<file path="src/source/main_pkg.sv">
//////////////////////////////////////////////////////////////////////
// main board shared types
// bus cycle, chip select set and cabinet input bundle
//////////////////////////////////////////////////////////////////////
package main_pkg;

    // one cpu bus cycle as the master drives it
    typedef struct packed {
        logic [15:0] addr;
        logic        rnw;   // 1 = read
        logic [7:0]  dout;  // write data
    } bus_req_t;

    // decoded selects, never more than one set
    typedef struct packed {
        logic rom;
        logic ram;
        logic pal;
        logic gfx;   // unregistered
        logic inp;
        logic sys;
        logic snd;
        logic prot;
    } chip_sel_t;

    // cabinet controls, all active low
    typedef struct packed {
        logic [1:0] start;
        logic [1:0] coin;
        logic [5:0] joy1;
        logic [5:0] joy2;
        logic       service;
    } cab_in_t;

    // floating data bus
    localparam logic [7:0] OPEN_BUS = 8'hff;

    // 8000-FFFF maps straight through
    localparam int ROM_FIXED_W = 15;

    // 256 byte pages inside 0800-0FFF, by addr[10:8]
    localparam logic [2:0] IO_SND0 = 3'd0;
    localparam logic [2:0] IO_SND1 = 3'd1;
    localparam logic [2:0] IO_INP  = 3'd2;
    localparam logic [2:0] IO_SYS  = 3'd3;
    localparam logic [2:0] IO_BANK = 3'd4;
    localparam logic [2:0] IO_PROT = 3'd5;

endpackage

</file>
<file path="src/source/cabinet_ports.sv">
`timescale 1ns/1ps
//////////////////////////////////////////////////////////////////////
// cabinet input ports
// remapped joystick byte per player and the system port
//////////////////////////////////////////////////////////////////////
module cabinet_ports import main_pkg::*; (
    input  logic       clk,
    input  logic       rst,
    input  logic       addr_lsb,
    input  cab_in_t    cab_in,
    output logic [7:0] cab_dout,
    output logic [7:0] sys_dout
);

    logic [5:0] joy_sel;
    logic [7:0] joy_byte;

    // board wiring swaps the direction pairs
    function automatic logic [7:0] remap_joy(input logic [5:0] joy);
        logic [7:0] b;
        b = {2'b11, joy[5:4], joy[2], joy[3], joy[0], joy[1]};
        return b;
    endfunction

    assign joy_sel  = addr_lsb ? cab_in.joy1 : cab_in.joy2; // odd address is player 1
    assign joy_byte = remap_joy(joy_sel);

    // one cycle late, read on the second bus cycle
    always_ff @(posedge clk) begin
        if (rst) begin
            cab_dout <= OPEN_BUS;
        end else begin
            cab_dout <= joy_byte;
        end
    end

    // upper bits float high
    assign sys_dout = {5'b11111, cab_in.service, cab_in.coin};

endmodule

</file>
<file path="src/source/main_board.sv">
`timescale 1ns/1ps
//////////////////////////////////////////////////////////////////////
// main cpu board, bus side
// decode and banking, cabinet ports and the cpu read bus
//////////////////////////////////////////////////////////////////////
module main_board import main_pkg::*; #(
    parameter int BANK_W = 3
) (
    input  logic               clk,
    input  logic               rst,
    input  logic               cpu_cen,
    input  bus_req_t           bus_req,
    input  cab_in_t            cab_in,
    // rom
    input  logic [7:0]         rom_data,
    input  logic               rom_ok,
    output logic [BANK_W+13:0] rom_addr,
    output logic               rom_cs,
    // work ram and palette
    input  logic [7:0]         ram_dout,
    input  logic [7:0]         pal_dout,
    output logic               ram_cs,
    output logic               pal_cs,
    // graphics chip
    input  logic [7:0]         gfx_dout,
    input  logic               gfx_irqn,
    output logic               gfx_cs,
    output logic [12:0]        gfx_addr,
    // cpu side
    input  logic               dip_pause,
    input  logic               irq_ack,
    output logic [7:0]         cpu_din,
    output logic               irq_n
);

    chip_sel_t  sel;
    logic [7:0] cab_dout;
    logic [7:0] sys_dout;

    assign ram_cs = sel.ram;
    assign pal_cs = sel.pal;

    main_ctrl #(
        .BANK_W (BANK_W)
    ) main_ctrl_inst (
        .clk       (clk),
        .rst       (rst),
        .cpu_cen   (cpu_cen),
        .bus_req   (bus_req),
        .gfx_irqn  (gfx_irqn),
        .dip_pause (dip_pause),
        .irq_ack   (irq_ack),
        .sel       (sel),
        .rom_cs    (rom_cs),
        .rom_addr  (rom_addr),
        .gfx_cs    (gfx_cs),
        .gfx_addr  (gfx_addr),
        .irq_n     (irq_n)
    );

    cabinet_ports cabinet_ports_inst (
        .clk      (clk),
        .rst      (rst),
        .addr_lsb (bus_req.addr[0]),
        .cab_in   (cab_in),
        .cab_dout (cab_dout),
        .sys_dout (sys_dout)
    );

    main_rdmux main_rdmux_inst (
        .sel      (sel),
        .cab_dout (cab_dout),
        .sys_dout (sys_dout),
        .rom_data (rom_data),
        .ram_dout (ram_dout),
        .pal_dout (pal_dout),
        .gfx_dout (gfx_dout),
        .cpu_din  (cpu_din)
    );

endmodule

</file>
<file path="src/source/main_ctrl.sv">
`timescale 1ns/1ps
//////////////////////////////////////////////////////////////////////
// main cpu bus control
// address decode, rom banking, graphics select and irq latch
//////////////////////////////////////////////////////////////////////
module main_ctrl import main_pkg::*; #(
    parameter int BANK_W = 3
) (
    input  logic               clk,
    input  logic               rst,
    input  logic               cpu_cen,
    input  bus_req_t           bus_req,
    input  logic               gfx_irqn,
    input  logic               dip_pause,
    input  logic               irq_ack,
    output chip_sel_t          sel,
    output logic               rom_cs,
    output logic [BANK_W+13:0] rom_addr,
    output logic               gfx_cs,
    output logic [12:0]        gfx_addr,
    output logic               irq_n
);

    localparam int ROM_AW = BANK_W + 14;

    logic              bank_we;
    logic              io_page;
    logic              gfx_win;
    logic [BANK_W-1:0] bank;
    logic [BANK_W:0]   bank_ofs;
    logic              irq_trig;
    logic              irq_trig_q;
    logic              irq_edge;

    always_comb begin
        sel     = '0;
        bank_we = 1'b0;
        gfx_win = bus_req.addr[15:13] == 3'b001;   // 2000-3FFF
        io_page = bus_req.addr[15:11] == 5'b00001; // 0800-0FFF
        sel.rom = (bus_req.addr[15] || bus_req.addr[15:14] == 2'b01) && bus_req.rnw;
        sel.ram = bus_req.addr[15:11] == 5'b00011; // 1800-1FFF
        sel.pal = bus_req.addr[15:11] == 5'b00010; // 1000-17FF
        // chip registers sit in page zero as well
        sel.gfx = gfx_win || bus_req.addr[15:8] == 8'h00;
        if (io_page) begin
            case (bus_req.addr[10:8])
                IO_SND0, IO_SND1: sel.snd = 1'b1;
                IO_INP:  sel.inp  = bus_req.rnw;
                IO_SYS:  sel.sys  = bus_req.rnw;
                IO_BANK: bank_we  = !bus_req.rnw;
                IO_PROT: sel.prot = 1'b1;
                default: ; // watchdog page, nothing here
            endcase
        end
    end

    assign rom_cs = sel.rom;

    // banked window starts at 0x8000 in the rom image
    assign bank_ofs = {1'b0, bank} + (BANK_W+1)'(4);
    assign rom_addr = bus_req.addr[15] ? ROM_AW'(bus_req.addr[ROM_FIXED_W-1:0])
                                       : {bank_ofs, bus_req.addr[12:0]};

    always_ff @(posedge clk) begin
        if (rst) begin
            bank <= '0;
        end else if (cpu_cen && bank_we) begin
            bank <= bus_req.dout[BANK_W-1:0];
        end
    end

    always_ff @(posedge clk) begin
        if (rst) begin
            gfx_cs <= 1'b0;
        end else begin
            gfx_cs <= sel.gfx;
        end
    end

    // top bit flags the 2xxx half of the window
    always_ff @(posedge clk) begin
        gfx_addr <= {gfx_win & ~bus_req.addr[12], bus_req.addr[11:0]};
    end

    // irq latch, set on the trigger edge
    assign irq_trig = ~gfx_irqn & dip_pause;
    assign irq_edge = irq_trig & ~irq_trig_q;

    always_ff @(posedge clk) begin
        if (rst) begin
            irq_trig_q <= 1'b0;
            irq_n      <= 1'b1;
        end else begin
            irq_trig_q <= irq_trig;
            if (irq_edge) begin
                irq_n <= 1'b0; // edge beats a same cycle ack
            end else if (irq_ack) begin
                irq_n <= 1'b1;
            end
        end
    end

    sel_onehot_a: assert property (
        @(posedge clk) disable iff (rst) $onehot0(sel)
    );

    // bank only moves after a strobed write cycle
    bank_write_a: assert property (
        @(posedge clk) disable iff (rst)
        !$stable(bank) |-> $past(cpu_cen && bank_we && !bus_req.rnw)
    );

endmodule

</file>
<file path="src/source/main_rdmux.sv">
`timescale 1ns/1ps
//////////////////////////////////////////////////////////////////////
// cpu read data mux
// fixed priority over the decoded selects
//////////////////////////////////////////////////////////////////////
module main_rdmux import main_pkg::*; (
    input  chip_sel_t  sel,
    input  logic [7:0] cab_dout,
    input  logic [7:0] sys_dout,
    input  logic [7:0] rom_data,
    input  logic [7:0] ram_dout,
    input  logic [7:0] pal_dout,
    input  logic [7:0] gfx_dout,
    output logic [7:0] cpu_din
);

    logic [7:0] port_dout;

    // inp and sys share one slot in the priority order
    assign port_dout = sel.inp ? cab_dout : sys_dout;

    always_comb begin
        case (1'b1)
            sel.rom:           cpu_din = rom_data;
            sel.ram:           cpu_din = ram_dout;
            sel.pal:           cpu_din = pal_dout;
            sel.inp, sel.sys:  cpu_din = port_dout;
            sel.gfx:           cpu_din = gfx_dout;
            default:           cpu_din = OPEN_BUS; // snd, prot, unmapped
        endcase
    end

    // a selected source must drive the bus
    always_comb begin
        if (|sel) begin
            din_known_a: assert final (!$isunknown(cpu_din));
        end
    end

endmodule

</file>
<file path="config.mk">
export PLATFORM = sky130hd
export DESIGN_NAME = main_board
export DESIGN_NICKNAME = d
export VERILOG_FILES = /design/src/source/main_pkg.sv /design/src/source/cabinet_ports.sv /design/src/source/main_board.sv /design/src/source/main_ctrl.sv /design/src/source/main_rdmux.sv
export SDC_FILE = /design/constraint.sdc
export NUM_CORES = 1
export LEC_CHECK = 0
export BUFFER_PORTS_ARGS = -buffer_cell sky130_fd_sc_hd__buf_2
export CORE_MARGIN = 10
export CORE_UTILIZATION = 39
export CTS_CLUSTER_DIAMETER = 150
export DETAILED_ROUTE_END_ITERATION = 7
export GPL_TIMING_DRIVEN = 1
export PLACE_DENSITY = 0.87
export SLEW_MARGIN = 20
export SYNTH_ARGS = -nofsm -noshare
export SYNTH_HDL_FRONTEND = slang
export SYNTH_HIERARCHICAL = 1
export SYNTH_SLANG_ARGS = --single-unit
</file>
<file path="constraint.sdc">
create_clock -name clk -period 3.2 [get_ports clk]
set_input_delay 0.8 -clock clk [delete_from_list [all_inputs] [get_ports clk]]
set_output_delay 0.8 -clock clk [all_outputs]
set_load 0.02 [all_outputs]
</file>
==> results.md <==
- Final setup margin: 27.6 ps
- GR Util All Layers: 14.0%
- Die width: 83.0 um
- DR iter-0 viols: 75
- Clk sinks: 25
- Critical Path RT: 2400 ps
- Vias: 1606
- Core region area: 3740 sq um
- Final wirelength: 5.29 mm
- Fill count: 341
- Sequential power share: 44.7%
- Setup-failing EPs final: 0
- Die ar.: 6880 sq um
- H-tree Lvls: 1
- I/O Buffers: 115
- DR vias/cell: 4.78
- Clock Power Share: 26.6%
- CTS tree: built
- Cell-internal power: 519 uW
- Critical-path maximum fanout: 5
- Vias in the first global route: 1695
- Net count, final: 370
- Status: finished clean
- P_leak: 1.08 nW
- Global route overflow: 0
- Layout area overhead: 49.1%
- Multi-input gate area: 915 sq um
- Top Ports: 124
- Max_slew headroom: 64.9%
- Power density cells: 320 nW/um^2
- Mapped Cells: 181
- Wirelength per Cell: 15.7 um
- Mapped Area: 1550 sq um
- First-pass GRT wire length: 8.20 mm
- DP Area: 2040 sq um
- DP Wirelength: 4.29 mm
- Fraction of layout cells with a size suffix above 1: 55.9%
- Fin. Hold Viols: 0
- Sequential cell area: 500 sq um
- Rows: 22
- DRC Markers: 0
- Worst Max-Slew Pin Slew: 527 ps
- Die span in y: 83.0 um
- Total power: 738 uW
- Final instance area: 2310 sq um
- Initial antenna violation count: 0
- Fmax achieved: 315 MHz
- Effective utilization at floorplan: 41.3%
- Fin crit share: 99.1%
- Startpoint types: primary input
- Post-layout util: 61.6%
- Clk slew on worst S/H paths: 90 ps
- Max Slew Vio Count: 0
- WS Path Type: in2out
- Root buffer cell: clkbuf_8
- Post-route setup TNS: 0 ps
- Largest net degree at the start of global routing: 19
- HP Class: reg2reg
- Syn avg cell area: 8.54 sq um
- Ys Warns: 6
- Post-route clock skew: 0.306 ps
- Post-route insts no fill: 336
- Place WS: -82.8 ps
- Worst-Skew Late Latency: 270 ps
- Max-cap violation count: 0
- Num CTS Buffers: 3
- CTS max path bufs: 2
- Net Sw Frac: 29.8%
- # diodes: 0
- Placed cells: 327
- P_sw: 220 uW
- Max VDD drop: 289 uV
- Post-route ant nets: 0
- Gate power share: 28.7%
- Unrepaired setup endpoints after global routing: true
- Final hold slack: 445 ps
- Gp weighted congestion: 0.803
- Minimum clock period after layout: 3170 ps
- Worst setup EP type: output pin
- Arrival time at the worst endpoint: 2370 ps
- Detailed Routing Iterations Pass 1: 4
per-layer routing:
metal / wire (um) / up-vias / track usage, %
met5: 0 / - / 0
met4: 106 / 0 / 4.77
met3: 410 / 8 / 4.88
met2: 2680 / 80 / 24.4
met1: 2090 / 711 / 15.2
li1: - / 807 / -
final timing paths:
kind,from,cells past startpoint,slack [ps],to
worst max-delay path,bus_req[24],9,30,cpu_din[0]
worst min-delay path,main_ctrl_inst/irq_trig_q,2,440,main_ctrl_inst/irq_n
worst max register to register,main_ctrl_inst/irq_n,2,2540,main_ctrl_inst/irq_n
worst min register to register,main_ctrl_inst/irq_trig_q,2,440,main_ctrl_inst/irq_n
critical path, cell delays in order:
cell and delay, ps:
buf_8 100, nor4b_4 290, nand4_1 210, nor2_4 190
buf_6 140, nor3b_2 50, o31ai_2 260, a31o_1 210
buf_6 120
flip-flops by register name, summed over array words and instances, names as in the netlist:
| register | cells |
|---|---|
| main_ctrl_inst/bank | 3 |
| main_ctrl_inst/gfx_addr | 13 |
| main_ctrl_inst/gfx_cs | 1 |
| main_ctrl_inst/irq_trig_q | 1 |
| main_ctrl_inst/irq_n | 1 |
| cabinet_ports_inst/cab_dout | 6 |
final cells by class:
type / count / area share, %
clock buffer: 3 / 1.79
sequential: 25 / 21.7
timing repair buffer: 131 / 33.5
multi-input combinational: 126 / 39.7
inverter: 2 / 0.326
tap: 48 / 2.60
clock inverter: 1 / 0.380
repair_timing:
item                                    in CTS  in global routing
gates cloned                                 0                  1
gates resized for setup                      3                 42
endpoints found under the setup margin       6                  8
hold buffers                                 0                  0
pin swaps                                    6                 17
setup buffers                                2                  2
power by group through the flow:
| stage | combinational [mW] | sequential (mW) | clock, mW |
|---|---|---|---|
| final | 0.212 | 0.330 | 0.197 |
| after global routing | 0.229 | 0.332 | 0.217 |
| after CTS | 0.194 | 0.330 | 0.202 |
| after detailed placement | 0.191 | 0.337 | 0 |
| after global placement | 0.186 | 0.337 | 0 |
| after floorplan | 0.105 | 0.349 | 0 |
cells in the final DEF (no fill, tap or decap), drive strengths merged:
cell    instances
a211o           6
a21oi          10
a31o            8
and2            1
and2b           2
and4            1
buf           131
clkbuf          3
conb            7
dfxtp          25
inv             3
mux2            2
mux2i           3
nand2          16
nand2b         15
nand4           1
nor2            7
nor2b          13
nor3            3
nor3b          10
nor4            2
nor4b           2
o21a            1
o21ai           8
o31ai           8
(Power assumes the default switching activity.)
